$ cat config.mk
export PLATFORM = sky130hd
export DESIGN_NAME = debug_system
export DESIGN_NICKNAME = d
export VERILOG_FILES = /design/src/design/dbg_pkg.sv /design/src/design/dbg_fifo.sv /design/src/design/dbg_ring_router.sv /design/src/design/dbg_scm.sv /design/src/design/mam_decode.sv /design/src/design/mam_execute.sv /design/src/design/mam_result.sv /design/src/design/debug_system.sv
export SDC_FILE = /design/constraint.sdc
export NUM_CORES = 1
export LEC_CHECK = 0
export BUFFER_PORTS_ARGS = -buffer_cell sky130_fd_sc_hd__buf_2
export CAP_MARGIN = 40
export CORE_ASPECT_RATIO = 2
export CORE_UTILIZATION = 45
export DETAILED_ROUTE_END_ITERATION = 6
export PLACE_DENSITY = 0.72
export SLEW_MARGIN = 40
export SYNTH_ARGS = -nofsm -noshare
export SYNTH_HDL_FRONTEND = slang
export SYNTH_SLANG_ARGS = --single-unit
export TNS_END_PERCENT = 50
$ cat constraint.sdc
create_clock -name clk -period 6.6 [get_ports clk]
set_clock_uncertainty 0.15 [all_clocks]
set_input_delay 1.32 -clock clk [delete_from_list [all_inputs] [get_ports clk]]
set_output_delay 1.32 -clock clk [all_outputs]
set_load 0.02 [all_outputs]
$ cat src/design/dbg_pkg.sv
`default_nettype none

package dbg_pkg;

   localparam int MAM_DATA_WIDTH = 32;

   // one flit on the debug ring.
   typedef struct packed {
      logic        valid;
      logic        last;
      logic [15:0] data;
   } dii_flit;

   // request types, sent by the host.
   localparam logic [15:0] PKT_REG_READ  = 16'h0001;
   localparam logic [15:0] PKT_REG_WRITE = 16'h0002;
   localparam logic [15:0] PKT_MEM_READ  = 16'h0003;
   localparam logic [15:0] PKT_MEM_WRITE = 16'h0004;

   localparam logic [15:0] PKT_REG_RESP  = 16'h0011;
   localparam logic [15:0] PKT_WRITE_ACK = 16'h0012;
   localparam logic [15:0] PKT_MEM_RESP  = 16'h0013;

   // addresses in the system control module.
   localparam logic [15:0] REG_SYSTEM_ID = 16'h0000;
   localparam logic [15:0] REG_NUM_MOD   = 16'h0001;
   localparam logic [15:0] REG_CONTROL   = 16'h0002; // bit 0 is sys_rst, bit 1 is cpu_rst.

   typedef struct packed {
      logic                      rw;   // high for a write.
      logic [31:0]               addr;
      logic [MAM_DATA_WIDTH-1:0] wdata;
      logic [15:0]               dest; // the requester, which gets the response.
      logic [15:0]               typ;
   } mam_req_t;

   typedef struct packed {
      logic [15:0]               dest;
      logic [15:0]               typ;
      logic [MAM_DATA_WIDTH-1:0] rdata;
   } mam_rsp_t;

endpackage

`default_nettype wire

$ cat src/design/dbg_fifo.sv
`timescale 1ns/1ns
`default_nettype none

module dbg_fifo #(
   parameter type T     = logic [15:0],
   parameter int  DEPTH = 4
) (
   input  wire  clk,
   input  wire  rst_n,
   input  wire  T in_data,
   input  wire  in_valid,
   output logic in_ready,
   output T     out_data,
   output logic out_valid,
   input  wire  out_ready
);

   localparam int AW = (DEPTH > 1) ? $clog2(DEPTH) : 1;

   T              mem [DEPTH];
   logic [AW-1:0] wr_ptr;
   logic [AW-1:0] rd_ptr;
   logic [AW:0]   count;
   logic          push;
   logic          pop;

   assign in_ready  = (count != (AW+1)'(DEPTH));
   assign out_valid = (count != '0);
   assign out_data  = mem[rd_ptr]; // the head is visible with no read latency.
   assign push      = in_valid && in_ready;
   assign pop       = out_valid && out_ready;

   always_ff @(posedge clk) begin
      if (push)
         mem[wr_ptr] <= in_data;
   end

   always_ff @(posedge clk) begin
      if (!rst_n) begin
         wr_ptr <= '0;
         rd_ptr <= '0;
         count  <= '0;
      end else begin
         if (push)
            wr_ptr <= (wr_ptr == AW'(DEPTH - 1)) ? '0 : wr_ptr + 1'b1;
         if (pop)
            rd_ptr <= (rd_ptr == AW'(DEPTH - 1)) ? '0 : rd_ptr + 1'b1;
         if (push && !pop)
            count <= count + 1'b1;
         else if (pop && !push)
            count <= count - 1'b1;
      end
   end

endmodule

`default_nettype wire

$ cat src/design/dbg_ring_router.sv
`timescale 1ns/1ns
`default_nettype none

module dbg_ring_router #(
   parameter int ID      = 0,
   parameter int N_PORTS = 3
) (
   input  wire                    clk,
   input  wire                    rst_n,
   input  wire  dbg_pkg::dii_flit ring_in,
   output logic                   ring_in_ready,
   output dbg_pkg::dii_flit       ring_out,
   input  wire                    ring_out_ready,
   input  wire  dbg_pkg::dii_flit local_in,
   output logic                   local_in_ready,
   output dbg_pkg::dii_flit       local_out,
   input  wire                    local_out_ready
);

   dbg_pkg::dii_flit fifo_out;
   logic             fifo_valid;
   logic             fifo_ready;
   logic             in_busy;    // ring_in is inside a packet.
   logic             in_local;   // the current ring_in packet is delivered here.
   logic             loc_busy;   // a local packet is on its way out to the ring.
   logic             dest_local;
   logic             pass_busy;
   logic             loc_sel;
   logic             ring_free;
   logic             local_free;
   logic             ring_take;
   logic             loc_take;

   dbg_fifo #(.T(dbg_pkg::dii_flit), .DEPTH(4)) u_local_fifo (
      .clk, .rst_n,
      .in_data(local_in), .in_valid(local_in.valid), .in_ready(local_in_ready),
      .out_data(fifo_out), .out_valid(fifo_valid), .out_ready(fifo_ready)
   );

   // router 0 also catches unknown ids, so they go back to the host.
   always_comb begin
      if (in_busy)
         dest_local = in_local;
      else
         dest_local = (ring_in.data == 16'(ID)) ||
                      (ID == 0 && ring_in.data >= 16'(N_PORTS));
   end

   assign pass_busy  = in_busy && !in_local;
   assign loc_sel    = loc_busy || (!pass_busy && !(ring_in.valid && !dest_local));
   assign ring_free  = !ring_out.valid || ring_out_ready;
   assign local_free = !local_out.valid || local_out_ready;

   // passing flits wait for an empty output register, which keeps ready off the loop.
   assign ring_in_ready = dest_local ? local_free : (!loc_sel && !ring_out.valid);
   assign ring_take     = ring_in.valid && !dest_local && ring_in_ready;
   assign fifo_ready    = loc_sel && ring_free;
   assign loc_take      = fifo_ready && fifo_valid;

   always_ff @(posedge clk) begin
      if (!rst_n) begin
         ring_out  <= '0;
         local_out <= '0;
         in_busy   <= 1'b0;
         in_local  <= 1'b0;
         loc_busy  <= 1'b0;
      end else begin
         if (ring_free) begin
            if (loc_take)
               ring_out <= fifo_out;
            else if (ring_take)
               ring_out <= ring_in;
            else
               ring_out.valid <= 1'b0;
         end
         if (local_free) begin
            local_out       <= ring_in;
            local_out.valid <= ring_in.valid && dest_local;
         end
         if (ring_in.valid && ring_in_ready) begin
            in_busy  <= !ring_in.last;
            in_local <= dest_local;
         end
         if (loc_take)
            loc_busy <= !fifo_out.last;
      end
   end

endmodule

`default_nettype wire

$ cat src/design/dbg_scm.sv
`timescale 1ns/1ns
`default_nettype none

module dbg_scm #(
   parameter logic [15:0] SYSTEM_ID = 16'h0000
) (
   input  wire                    clk,
   input  wire                    rst_n,
   input  wire  dbg_pkg::dii_flit debug_in,
   output logic                   debug_in_ready,
   output dbg_pkg::dii_flit       debug_out,
   input  wire                    debug_out_ready,
   output logic                   sys_rst,
   output logic                   cpu_rst
);

   localparam logic [15:0] MY_ID   = 16'd1;
   localparam logic [15:0] NUM_MOD = 16'd2;

   typedef enum logic {S_RX, S_TX} state_t;

   state_t      state;
   logic [2:0]  in_cnt;
   logic [1:0]  out_cnt;
   logic [15:0] src_q;
   logic [15:0] typ_q;
   logic [15:0] addr_q;
   logic        rd_q;    // the pending answer is a register read.
   logic [1:0]  ctrl;
   logic [15:0] pkt_typ;
   logic [15:0] rd_val;

   assign sys_rst        = ctrl[0];
   assign cpu_rst        = ctrl[1];
   assign debug_in_ready = (state == S_RX);
   assign pkt_typ        = (in_cnt == 3'd2) ? debug_in.data : typ_q;

   always_comb begin
      case (addr_q)
         dbg_pkg::REG_SYSTEM_ID: rd_val = SYSTEM_ID;
         dbg_pkg::REG_NUM_MOD:   rd_val = NUM_MOD;
         dbg_pkg::REG_CONTROL:   rd_val = {14'd0, ctrl};
         default:                rd_val = 16'd0;
      endcase
   end

   always_comb begin
      debug_out.valid = (state == S_TX);
      debug_out.last  = rd_q ? (out_cnt == 2'd3) : (out_cnt == 2'd2);
      case (out_cnt)
         2'd0:    debug_out.data = src_q; // the answer goes back to the requester.
         2'd1:    debug_out.data = MY_ID;
         2'd2:    debug_out.data = rd_q ? dbg_pkg::PKT_REG_RESP : dbg_pkg::PKT_WRITE_ACK;
         default: debug_out.data = rd_val;
      endcase
   end

   always_ff @(posedge clk) begin
      if (debug_in.valid && debug_in_ready) begin
         case (in_cnt)
            3'd1:    src_q  <= debug_in.data;
            3'd2:    typ_q  <= debug_in.data;
            3'd3:    addr_q <= debug_in.data;
            default: ;
         endcase
      end
   end

   always_ff @(posedge clk) begin
      if (!rst_n) begin
         state   <= S_RX;
         in_cnt  <= '0;
         out_cnt <= '0;
         rd_q    <= 1'b0;
         ctrl    <= '0;
      end else if (state == S_RX) begin
         if (debug_in.valid) begin
            in_cnt <= debug_in.last ? 3'd0 : in_cnt + 3'd1;
            if (debug_in.last) begin
               rd_q    <= (pkt_typ == dbg_pkg::PKT_REG_READ);
               out_cnt <= '0;
               if (pkt_typ == dbg_pkg::PKT_REG_READ || pkt_typ == dbg_pkg::PKT_REG_WRITE)
                  state <= S_TX;
               // the value is the last flit of a write, after the address.
               if (pkt_typ == dbg_pkg::PKT_REG_WRITE && in_cnt == 3'd4 &&
                   addr_q == dbg_pkg::REG_CONTROL)
                  ctrl <= debug_in.data[1:0];
            end
         end
      end else if (debug_out_ready) begin
         out_cnt <= out_cnt + 2'd1;
         if (debug_out.last)
            state <= S_RX;
      end
   end

endmodule

`default_nettype wire

$ cat src/design/mam_decode.sv
`timescale 1ns/1ns
`default_nettype none

module mam_decode (
   input  wire                     clk,
   input  wire                     rst_n,
   input  wire  dbg_pkg::dii_flit  debug_in,
   output logic                    debug_in_ready,
   output dbg_pkg::mam_req_t       req_out,
   output logic                    req_out_valid,
   input  wire                     req_out_ready
);

   logic [2:0]        cnt;
   logic [15:0]       pkt_typ;
   dbg_pkg::mam_req_t req_q;
   logic              valid_q;
   logic              take;

   assign req_out        = req_q;
   assign req_out_valid  = valid_q;
   assign debug_in_ready = !valid_q; // input stalls while a request is pending.
   assign take           = debug_in.valid && debug_in_ready;
   assign pkt_typ        = (cnt == 3'd2) ? debug_in.data : req_q.typ;

   always_ff @(posedge clk) begin
      if (take) begin
         case (cnt)
            3'd1: req_q.dest <= debug_in.data;
            3'd2: begin
               req_q.typ <= debug_in.data;
               req_q.rw  <= (debug_in.data == dbg_pkg::PKT_MEM_WRITE);
            end
            3'd3:    req_q.addr[31:16]  <= debug_in.data;
            3'd4:    req_q.addr[15:0]   <= debug_in.data;
            3'd5:    req_q.wdata[31:16] <= debug_in.data;
            3'd6:    req_q.wdata[15:0]  <= debug_in.data;
            default: ;
         endcase
      end
   end

   always_ff @(posedge clk) begin
      if (!rst_n) begin
         cnt     <= '0;
         valid_q <= 1'b0;
      end else begin
         if (valid_q && req_out_ready)
            valid_q <= 1'b0;
         if (take) begin
            if (debug_in.last)
               cnt <= '0;
            else if (cnt != 3'd7)
               cnt <= cnt + 3'd1;
            // other packet types are swallowed here.
            if (debug_in.last && (pkt_typ == dbg_pkg::PKT_MEM_READ ||
                                  pkt_typ == dbg_pkg::PKT_MEM_WRITE))
               valid_q <= 1'b1;
         end
      end
   end

endmodule

`default_nettype wire

$ cat src/design/mam_execute.sv
`timescale 1ns/1ns
`default_nettype none

module mam_execute (
   input  wire                                 clk,
   input  wire                                 rst_n,
   input  wire  dbg_pkg::mam_req_t             req_in,
   input  wire                                 req_in_valid,
   output logic                                req_in_ready,
   output logic                                req_valid,
   input  wire                                 req_ready,
   output logic                                req_rw,
   output logic [31:0]                         req_addr,
   output logic                                write_valid,
   input  wire                                 write_ready,
   output logic [dbg_pkg::MAM_DATA_WIDTH-1:0]  write_data,
   input  wire                                 read_valid,
   input  wire  [dbg_pkg::MAM_DATA_WIDTH-1:0]  read_data,
   output logic                                read_ready,
   output dbg_pkg::mam_rsp_t                   rsp_out,
   output logic                                rsp_out_valid,
   input  wire                                 rsp_out_ready
);

   typedef enum logic [1:0] {S_IDLE, S_REQ, S_DATA, S_RSP} state_t;

   state_t                            state;
   dbg_pkg::mam_req_t                 req_q;
   logic [dbg_pkg::MAM_DATA_WIDTH-1:0] rdata_q;

   assign req_in_ready  = (state == S_IDLE); // one transaction at a time.
   assign req_valid     = (state == S_REQ);
   assign req_rw        = req_q.rw;
   assign req_addr      = req_q.addr;
   assign write_valid   = (state == S_DATA) && req_q.rw;
   assign write_data    = req_q.wdata;
   assign read_ready    = (state == S_DATA) && !req_q.rw;
   assign rsp_out_valid = (state == S_RSP);
   assign rsp_out       = '{dest: req_q.dest, typ: req_q.typ, rdata: rdata_q};

   always_ff @(posedge clk) begin
      if (req_in_valid && req_in_ready)
         req_q <= req_in;
      if (read_valid && read_ready)
         rdata_q <= read_data;
   end

   always_ff @(posedge clk) begin
      if (!rst_n) begin
         state <= S_IDLE;
      end else begin
         case (state)
            S_IDLE: if (req_in_valid) state <= S_REQ;
            S_REQ:  if (req_ready) state <= S_DATA;
            S_DATA: if ((write_valid && write_ready) || (read_valid && read_ready))
                       state <= S_RSP;
            S_RSP:  if (rsp_out_ready) state <= S_IDLE;
            default: state <= S_IDLE;
         endcase
      end
   end

endmodule

`default_nettype wire

$ cat src/design/mam_result.sv
`timescale 1ns/1ns
`default_nettype none

module mam_result (
   input  wire                     clk,
   input  wire                     rst_n,
   input  wire  dbg_pkg::mam_rsp_t rsp_in,
   input  wire                     rsp_in_valid,
   output logic                    rsp_in_ready,
   output dbg_pkg::dii_flit        debug_out,
   input  wire                     debug_out_ready
);

   localparam logic [15:0] MY_ID = 16'd2;

   dbg_pkg::mam_rsp_t rsp_q;
   logic              busy;
   logic [2:0]        cnt;
   logic              is_read;

   assign is_read      = (rsp_q.typ == dbg_pkg::PKT_MEM_READ);
   assign rsp_in_ready = !busy;

   // a read answers with five flits, a write with a three flit ack.
   always_comb begin
      debug_out.valid = busy;
      debug_out.last  = (cnt == (is_read ? 3'd4 : 3'd2));
      case (cnt)
         3'd0:    debug_out.data = rsp_q.dest;
         3'd1:    debug_out.data = MY_ID;
         3'd2:    debug_out.data = is_read ? dbg_pkg::PKT_MEM_RESP : dbg_pkg::PKT_WRITE_ACK;
         3'd3:    debug_out.data = rsp_q.rdata[31:16];
         default: debug_out.data = rsp_q.rdata[15:0];
      endcase
   end

   always_ff @(posedge clk) begin
      if (rsp_in_valid && rsp_in_ready)
         rsp_q <= rsp_in;
   end

   always_ff @(posedge clk) begin
      if (!rst_n) begin
         busy <= 1'b0;
         cnt  <= '0;
      end else if (!busy) begin
         busy <= rsp_in_valid;
         cnt  <= '0;
      end else if (debug_out_ready) begin
         cnt <= cnt + 3'd1;
         if (debug_out.last)
            busy <= 1'b0;
      end
   end

endmodule

`default_nettype wire

$ cat src/design/debug_system.sv
`timescale 1ns/1ns
`default_nettype none

module debug_system #(
   parameter logic [15:0] SYSTEM_ID = 16'h0dbc
) (
   input  wire                                 clk,
   input  wire                                 rst_n,
   input  wire  dbg_pkg::dii_flit              host_in,
   output logic                                host_in_ready,
   output dbg_pkg::dii_flit                    host_out,
   input  wire                                 host_out_ready,
   output logic                                sys_rst,
   output logic                                cpu_rst,
   output logic                                req_valid,
   input  wire                                 req_ready,
   output logic                                req_rw,
   output logic [31:0]                         req_addr,
   output logic                                write_valid,
   input  wire                                 write_ready,
   output logic [dbg_pkg::MAM_DATA_WIDTH-1:0]  write_data,
   input  wire                                 read_valid,
   input  wire  [dbg_pkg::MAM_DATA_WIDTH-1:0]  read_data,
   output logic                                read_ready
);

   localparam int N_PORTS = 3;

   // ringK leaves router K and enters router K+1.
   dbg_pkg::dii_flit  ring0;
   dbg_pkg::dii_flit  ring1;
   dbg_pkg::dii_flit  ring2;
   logic              ring0_ready;
   logic              ring1_ready;
   logic              ring2_ready;
   dbg_pkg::dii_flit  scm_in;
   dbg_pkg::dii_flit  scm_out;
   logic              scm_in_ready;
   logic              scm_out_ready;
   dbg_pkg::dii_flit  mam_in;
   dbg_pkg::dii_flit  mam_out;
   logic              mam_in_ready;
   logic              mam_out_ready;
   dbg_pkg::mam_req_t dec_req;
   logic              dec_req_valid;
   logic              dec_req_ready;
   dbg_pkg::mam_req_t exe_req;
   logic              exe_req_valid;
   logic              exe_req_ready;
   dbg_pkg::mam_rsp_t exe_rsp;
   logic              exe_rsp_valid;
   logic              exe_rsp_ready;

   dbg_ring_router #(.ID(0), .N_PORTS(N_PORTS)) u_router0 (
      .clk, .rst_n,
      .ring_in(ring2), .ring_in_ready(ring2_ready),
      .ring_out(ring0), .ring_out_ready(ring0_ready),
      .local_in(host_in), .local_in_ready(host_in_ready),
      .local_out(host_out), .local_out_ready(host_out_ready)
   );

   dbg_ring_router #(.ID(1), .N_PORTS(N_PORTS)) u_router1 (
      .clk, .rst_n,
      .ring_in(ring0), .ring_in_ready(ring0_ready),
      .ring_out(ring1), .ring_out_ready(ring1_ready),
      .local_in(scm_out), .local_in_ready(scm_out_ready),
      .local_out(scm_in), .local_out_ready(scm_in_ready)
   );

   dbg_ring_router #(.ID(2), .N_PORTS(N_PORTS)) u_router2 (
      .clk, .rst_n,
      .ring_in(ring1), .ring_in_ready(ring1_ready),
      .ring_out(ring2), .ring_out_ready(ring2_ready),
      .local_in(mam_out), .local_in_ready(mam_out_ready),
      .local_out(mam_in), .local_out_ready(mam_in_ready)
   );

   dbg_scm #(.SYSTEM_ID(SYSTEM_ID)) u_scm (
      .clk, .rst_n,
      .debug_in(scm_in), .debug_in_ready(scm_in_ready),
      .debug_out(scm_out), .debug_out_ready(scm_out_ready),
      .sys_rst, .cpu_rst
   );

   mam_decode u_mam_decode (
      .clk, .rst_n,
      .debug_in(mam_in), .debug_in_ready(mam_in_ready),
      .req_out(dec_req), .req_out_valid(dec_req_valid), .req_out_ready(dec_req_ready)
   );

   // requests wait here while a memory transaction is open.
   dbg_fifo #(.T(dbg_pkg::mam_req_t), .DEPTH(2)) u_req_fifo (
      .clk, .rst_n,
      .in_data(dec_req), .in_valid(dec_req_valid), .in_ready(dec_req_ready),
      .out_data(exe_req), .out_valid(exe_req_valid), .out_ready(exe_req_ready)
   );

   mam_execute u_mam_execute (
      .clk, .rst_n,
      .req_in(exe_req), .req_in_valid(exe_req_valid), .req_in_ready(exe_req_ready),
      .req_valid, .req_ready, .req_rw, .req_addr,
      .write_valid, .write_ready, .write_data,
      .read_valid, .read_data, .read_ready,
      .rsp_out(exe_rsp), .rsp_out_valid(exe_rsp_valid), .rsp_out_ready(exe_rsp_ready)
   );

   mam_result u_mam_result (
      .clk, .rst_n,
      .rsp_in(exe_rsp), .rsp_in_valid(exe_rsp_valid), .rsp_in_ready(exe_rsp_ready),
      .debug_out(mam_out), .debug_out_ready(mam_out_ready)
   );

endmodule

`default_nettype wire

==> Yosys cells after proc, flatten, opt, wreduce, memory -nomap -nowiden <==
Memory sizes are Yosys's and may differ from the RTL's. A register that Yosys moved wholly into a read port is not among the register bits.
Cells that the tools add are included.
{ "totals": {"ram_bits": 410, "n_memories": 4, "regBits": 402, "word_cells": 351, "in_bits": 56, "out_inout_bits": 89} }
{ "memory_table": {"columns": ["memory", "depth", "width", "rd", "rd_clocked_by_memory_dff", "write_ports", "line_no", "source"], "rows": [
  ["u_req_fifo.mem", 2, 97, 1, 1, 1, "dbg_fifo.sv:20", "T mem [DEPTH];"],
  ["u_router0.u_local_fifo.mem", 4, 18, 1, 1, 1, "dbg_fifo.sv:20", null],
  ["u_router1.u_local_fifo.mem", 4, 18, 1, 1, 1, "dbg_fifo.sv:20", null],
  ["u_router2.u_local_fifo.mem", 4, 18, 1, 1, 1, "dbg_fifo.sv:20", null]
]} }
{ "classes": {"n_reduce_logical": 138, "add_sub_neg": 20, "magnitude_cmp": 1, "n_mux": 78, "n_bitwise": 1, "n_eq_ne": 46} }
{ "ops": {"columns": ["operator", "n"], "rows": [
  ["== test 16 x 2 -> 1 bit (second input constant)", 5],
  ["case mux 16 bit (4 select lines)", 1],
  ["two-way mux 18 bit", 3],
  ["two-way mux 17 bit", 3],
  ["logical AND 1 bit", 50],
  ["== test 16 x 1 -> 1 bit (second input constant)", 3],
  ["case mux 16 bit (3 select lines)", 1],
  ["two-way mux 2 bit", 23],
  ["zero test 1 bit", 38],
  ["case mux 12 bit (3 select lines)", 1],
  ["two-way mux 1 bit", 33],
  ["== test 16 x 3 -> 1 bit (second input constant)", 2],
  ["zero test 16 bit", 2],
  ["two-way mux 16 bit", 2],
  ["two-way mux 3 bit", 10],
  ["AND reduction 2 bit", 14],
  ["nonzero test 2 bit", 11],
  ["== test 2 bit (second input constant)", 10],
  ["adder 3 x 1 -> 3 bit (second input constant)", 6],
  ["== test 3 x 2 -> 1 bit (second input constant)", 6],
  ["adder 2 x 1 -> 2 bit (second input constant)", 8],
  [">= comparator 16 x 2 -> 1 bit (second input constant)", 1],
  ["logical OR 1 bit", 13],
  ["== test 3 bit (second input constant)", 4],
  ["other kinds (16)", 34]
]} }

==> Longest topological paths before layout <==
{ "logic_depth": {"depth_word": 17, "mapped_depth": 13, "ltp_nobuf": 12} }

==> Modules after synthesis <==
From an unflattened synthesis, not the netlist that was laid out.
{ "unflattened": {"cells_unflattened": 2121, "hier_area_um2": 34858.4} }
{ "by_module_without_submodules": {"columns": ["mod", "area_per_inst_um2", "cells_per_inst", "seq_area_each_um2", "n_inst"], "rows": [
  ["dbg_fifo at u_router0.u_local_fifo ...", 3084.2, 145, 2342.2, 3],
  ["dbg_fifo at u_req_fifo", 7359.6, 326, 5925.7, 1],
  ["mam_execute", 4073.9, 153, 3913.8, 1],
  ["mam_decode", 3573.4, 208, 2992.9, 1],
  ["dbg_scm", 2555.0, 217, 1621.6, 1],
  ["mam_result", 2534.9, 144, 2001.9, 1],
  ["dbg_ring_router at u_router0", 2050.7, 232, 780.7, 1],
  ["dbg_ring_router at u_router1", 1734.2, 203, 780.7, 1],
  ["dbg_ring_router at u_router2", 1724.2, 203, 780.7, 1]
]} }

==> Least setup slack after synthesis <==
Ideal clock, no wire load.
{ "synth_timing": {"path_type": "reg-to-reg", "startpoint": "register u_req_fifo.count[0]", "endpoint": "memory u_req_fifo.mem[0][0] (netlist name) (enable)", "n_path_buf": 0, "slack_ns": 1.228, "stages_incl_launch_ff": 4, "period_less_slack_ns": 5.372, "required_time_ns": 5.897, "setup_ns": 0.553, "arrival_ns": 4.668, "path_cell_list": "dfxtp_1 nand2b_1 nand2_1 nor2_1"} }
{ "synth_via": {"elab_chain_cells": 4} }
{ "synth_lines": {"columns": ["element", "line_no", "source"], "rows": [
  ["start, declared", "dbg_fifo.sv:23", "logic [AW:0] count;"],
  ["start signal, assigned", "dbg_fifo.sv:49", "count <= count + 1'b1;"],
  ["start signal, assigned", "dbg_fifo.sv:51", "count <= count - 1'b1;"],
  ["inequality test 2 bit", "dbg_fifo.sv:27", "assign in_ready = (count != (AW+1)'(DEPTH));"],
  ["logical AND 1 bit", "dbg_fifo.sv:30", "assign push = in_valid && in_ready;"],
  ["two-way mux 1 bit", "dbg_fifo.sv:34", "if (push)"],
  ["two-way mux 1 bit (not written as such)", "dbg_fifo.sv:35", "mem[wr_ptr] <= in_data;"],
  ["end, declared", "dbg_fifo.sv:20", null]
]} }
No other way between the ends.

==> Worst setup path after layout <==
{ "layout_timing": {"startpoint": "register u_router1.ring_out[11] (netlist name)", "endpoint": "register u_router2.u_local_fifo.count[2]"} }
{ "layout_via": {"elab_chain_cells": 12, "word_cells_on_any_way": 14, "classes_between": "1 x eq/ne; 2 x mux; 11 x reduce/logical"} }
{ "layout_lines": {"columns": ["element", "line_no", "source"], "rows": [
  ["start, declared", "dbg_ring_router.sv:12", "output dbg_pkg::dii_flit ring_out,"],
  ["start signal, assigned", "dbg_ring_router.sv:70", "ring_out <= fifo_out;"],
  ["start signal, assigned", "dbg_ring_router.sv:72", "ring_out <= ring_in;"],
  ["== test 16 x 2 -> 1 bit (*)", "dbg_ring_router.sv:45", "dest_local = (ring_in.data == 16'(ID)) ||"],
  ["two-way mux 1 bit (*)", "dbg_ring_router.sv:42", "if (in_busy)"],
  ["zero test 1 bit (*)", "dbg_ring_router.sv:50", "assign loc_sel = loc_busy || (!pass_busy && !(ring_in.valid && !dest_local));"],
  ["logical AND 1 bit (*)", "dbg_ring_router.sv:50", null],
  ["zero test 1 bit (*)", "dbg_ring_router.sv:50", null],
  ["logical AND 1 bit (*)", "dbg_ring_router.sv:50", null],
  ["logical OR 1 bit (*)", "dbg_ring_router.sv:50", null],
  ["logical AND 1 bit (*)", "dbg_ring_router.sv:57", "assign fifo_ready = loc_sel && ring_free;"],
  ["logical AND 1 bit (*)", "dbg_fifo.sv:31", "assign pop = out_valid && out_ready;"],
  ["zero test 1 bit", "dbg_fifo.sv:48", "if (push && !pop)"],
  ["logical AND 1 bit", "dbg_fifo.sv:48", null],
  ["two-way mux 3 bit / nonzero test 2 bit (equally long branches)", null, null],
  ["end signal, assigned", "dbg_fifo.sv:49", null],
  ["end signal, assigned", "dbg_fifo.sv:51", null],
  ["end, declared", "dbg_fifo.sv:23", null]
]} }
Every way passes the cells marked *; elsewhere a longest branch is shown, timed or not.
A chain may end at the register's enable or synchronous reset.

==> metrics.yaml <==
synth_nets: 2101
die_y_microns: 388.6
yosysTopAreaCell: "edfxtp_1"
post-place-ws_ns: 1.890
postCtsHoldBufs: 0
cp.arrival_ns: 4.58
syn_to_final_growth_pct: 13.65
synth.yosys.seq_area_share_pct: 76.72
cp.required_ns: 7.03
cell_internal_pwr_mw: 10.70
io-pin-count: 145
async_flop_share_pct: 0
tightestPinTransition_ns: 0.8150
routed_wl_microns: 73190
tns_ns: 0
path_cells: "nor4_1 -> nand4_1 -> a211oi_1 -> o211a_1 -> inv_1 -> ha_1 -> inv_1 -> fa_1 -> xor2_1 -> or3_1 -> a21oi_1"
synthDistinctLibCells: 61
rsz0062_at_grt: "false"
yosysTopAreaCellShare_pct: 66.78
fill_cells: 5791
synthesis.area_sq_mm: 0.03364
slew-limit-headroom_pct: 45.10
drc: 0
cp-start-kind: "flop"
core.rowCount: 141
finalCritPeriodShare_pct: 62.99
p_per_area_mw_per_mm2: 390.1
core_sq_mm: 0.07392
fin_crit_ns: 4.157
dieWidth_microns: 195.3
hold_viol: 0
outcome: "complete, no violations"
critical_path_class: "flop to flop"
cts_tree: "built"
clkLatencyLatePin_ns: 0.67
grt_pass1_vias: 18055
post-dp-hpwl_microns: 51000
dieArea_sq_mm: 0.07591
synth_flop_cell: "edfxtp_1"
vias: 17200
cp_max_fo: 21
crit_family: "compound AO/OA/AOI/OAI gates"
max_freq_mhz: 240.5
fin_ws_ns: 2.443
ys_seq_elements: 915
cts_root_buf: "clkbuf_16"
final_nets: 2257
clkTransAtPathRegs_ns: 0.07
seq_power_share_pct: 49.7
grtUsageTotal_pct: 19.51
dr.pass1.iters: 7
ant_nets: 0
synth_cells: 1998
cp_slowest_cell: "o211a_1"
cp_common_cell: "inv_1"
numCtsBuffers: 78
synth_edf_count: 748
p_switching_mw: 4.215
viasPerCell: 5.466
clockBufferDepth: 3
synth.area.top_cells: "edfxtp_1, dfxtp_1, mux2_2"
start_util_pct: 45.50
switching_share_pct: 28.26
final_util_pct: 51.71
peakVddDrop_mv: 0.2492
leakagePower_nw: 12.84
place.gp.congestion: 0.9072
hp-class: "flop to flop"
htree_num_levels: 3
cts.sink_count: 915
layout-drive-gt1-share_pct: 23.44
p_clk_share_pct: 33.7
setup_violations: 0
design_area_sq_mm: 0.03823
drv_slew: 0
syn_avg_cell_area_sq_um: 16.83
crit_buf_inv: 2
combinationalPowerShare_pct: 16.6
yosysWarningCount: 0
wl_per_cell_microns: 23.26
drt-initial-drc-count: 1065
maxCapViolCount: 0
grt_remaining_overflow: 0
portBuffers: 144
end_kind: "flop"
grt_start_max_net_pins: 70
grt_pass1_wl_microns: 109500
antenna_found_initial: 0
diodes: 0
placed_area_sq_mm: 0.03535
post_cts_buffers: 0
cts_resized: 0
critPathMaxStageDelay_ns: 0.65
worst reg2reg max path: stages, from the launching register on:
cell and delay [ns]:
dfxtp_1 0.34, nor4_1 0.49, nand4_1 0.29, a211oi_1 0.39, o211a_1 0.65, inv_1 0.54
ha_1 0.40, inv_1 0.10, fa_1 0.20, xor2_1 0.07, or3_1 0.30, a21oi_1 0.16
flip-flops by register name, indices dropped and copies added (netlist names), 16 cells and up, named ones only:
signal	flops
u_req_fifo.mem	194
u_mam_decode.req_out	97
u_router0.u_local_fifo.mem	72
u_router1.u_local_fifo.mem	72
u_router2.u_local_fifo.mem	72
u_mam_result.rsp_q	64
u_mam_execute.rdata_q	32
u_mam_execute.req_addr	32
u_mam_execute.rsp_out	32
u_mam_execute.write_data	32
u_router0.local_out	18
u_router0.ring_out	18
u_router1.local_out	18
u_router1.ring_out	18
u_router2.local_out	18
u_router2.ring_out	18
u_scm.addr_q	16
u_scm.src_q	16
u_scm.typ_q	16
placed cells by master, fill, tap and decap left out, drive strengths merged, types with 7 or more instances in the layout:
master,n
a22oi,31
o21a,18
xor2,11
mux2i,32
and2,16
mux2,141
and3,15
o21ai,46
a211oi,10
a21oi,133
nor3,15
or3,7
nand2b,13
nand3,27
nand2,173
edfxtp,748
bufinv,17
dfxtp,167
mux4,54
clkbuf,89
buf,159
nor2,79
nor4,25
ha,44
inv,47
clkinv,32
metrics by stage:
stage | total power, mW | std cells | hold WS (ns)
2_1_floorplan | 8.990 | 1998 | 0.2503
3_3_place_gp | 9.936 | 3002 | 0.2503
3_5_place_dp | 10.01 | 3002 | 0.2552
4_1_cts | 15.01 | 3146 | 0.2581
5_1_grt | 15.44 | 3147 | 0.2646
6_report | 14.91 | 3147 | 0.2528
final cells by class:
type,count,area [sq um],area share [%]
clock buffer,89,2013,5.266
multi-input combinational,956,7386,19.32
inverter,44,170.2,0.4451
tap,929,1162,3.041
sequential,915,25810,67.53
timing repair buffer,159,852.1,2.229
clock inverter,55,829.5,2.170
routing by layer:
layer | share of wire [%] | global-route usage (%) | routed length, microns | vias to the layer above
met3 | 3.3 | 2.794 | 2400 | 171
li1 | - | - | - | 7929
met5 | 0 | 0 | 0 | -
met1 | 35 | 19.41 | 25370 | 8668
met4 | 5.9 | 12.04 | 4319 | 0
met2 | 56 | 37.48 | 41100 | 432
path summary, 6_finish.rpt:
kind | startpoint | slack (ns) | endpoint | cells past startpoint
worst min-delay path | u_mam_execute.rdata_q[4]$_DFFE_PP_ | 0.25 | u_mam_result.rsp_q[4]$_DFFE_PP_ | 0
worst max register to register | u_router1.ring_out[11]$_SDFFE_PN0P_ | 2.44 | u_router2.u_local_fifo.count[2]$_SDFFE_PN0P_ | 11
worst max-delay path | u_router1.ring_out[11]$_SDFFE_PN0P_ | 2.44 | u_router2.u_local_fifo.count[2]$_SDFFE_PN0P_ | 11
worst min register to register | u_mam_execute.rdata_q[4]$_DFFE_PP_ | 0.25 | u_mam_result.rsp_q[4]$_DFFE_PP_ | 0
power by group through the flow:
stage                     Clock (mW)  Combinational (mW)  Sequential [mW]
final                           5.02                2.47             7.42
after detailed placement           0                2.47             7.54
after floorplan                    0                1.63             7.36
after global placement             0                2.43             7.51
after global routing            5.33                2.65             7.46
after CTS                       5.11                2.48             7.41
Yosys cell counts (all sizes together) (5+ instances only):
| cell type | count |
|---|---|
| nor4 | 25 |
| and2 | 16 |
| o21ai | 46 |
| mux2i | 32 |
| mux4 | 54 |
| inv | 42 |
| ha | 44 |
| or3 | 7 |
| o21a | 18 |
| a22oi | 31 |
| clkbuf | 59 |
| and3 | 15 |
| a21oi | 133 |
| nor2 | 79 |
| edfxtp | 748 |
| xor2 | 11 |
| nand2b | 13 |
| mux2 | 141 |
| buf | 24 |
| nand2 | 173 |
| nor3 | 15 |
| dfxtp | 167 |
| a211oi | 10 |
| nand3 | 27 |
| nand4 | 5 |
cell families after synthesis:
family / count (synthesis) / synth area share [%]
DFF: 915 / 76.72
AOI/OAI and AO/OA: 277 / 4.933
and+or+nand+nor: 392 / 5.338
adders and majority gates: 47 / 1.815
buffers and inverters: 127 / 1.525
xor gates and xnor gates: 13 / 0.3385
muxes: 227 / 9.333
No activity file was read; power rests on OpenSTA's default activity.
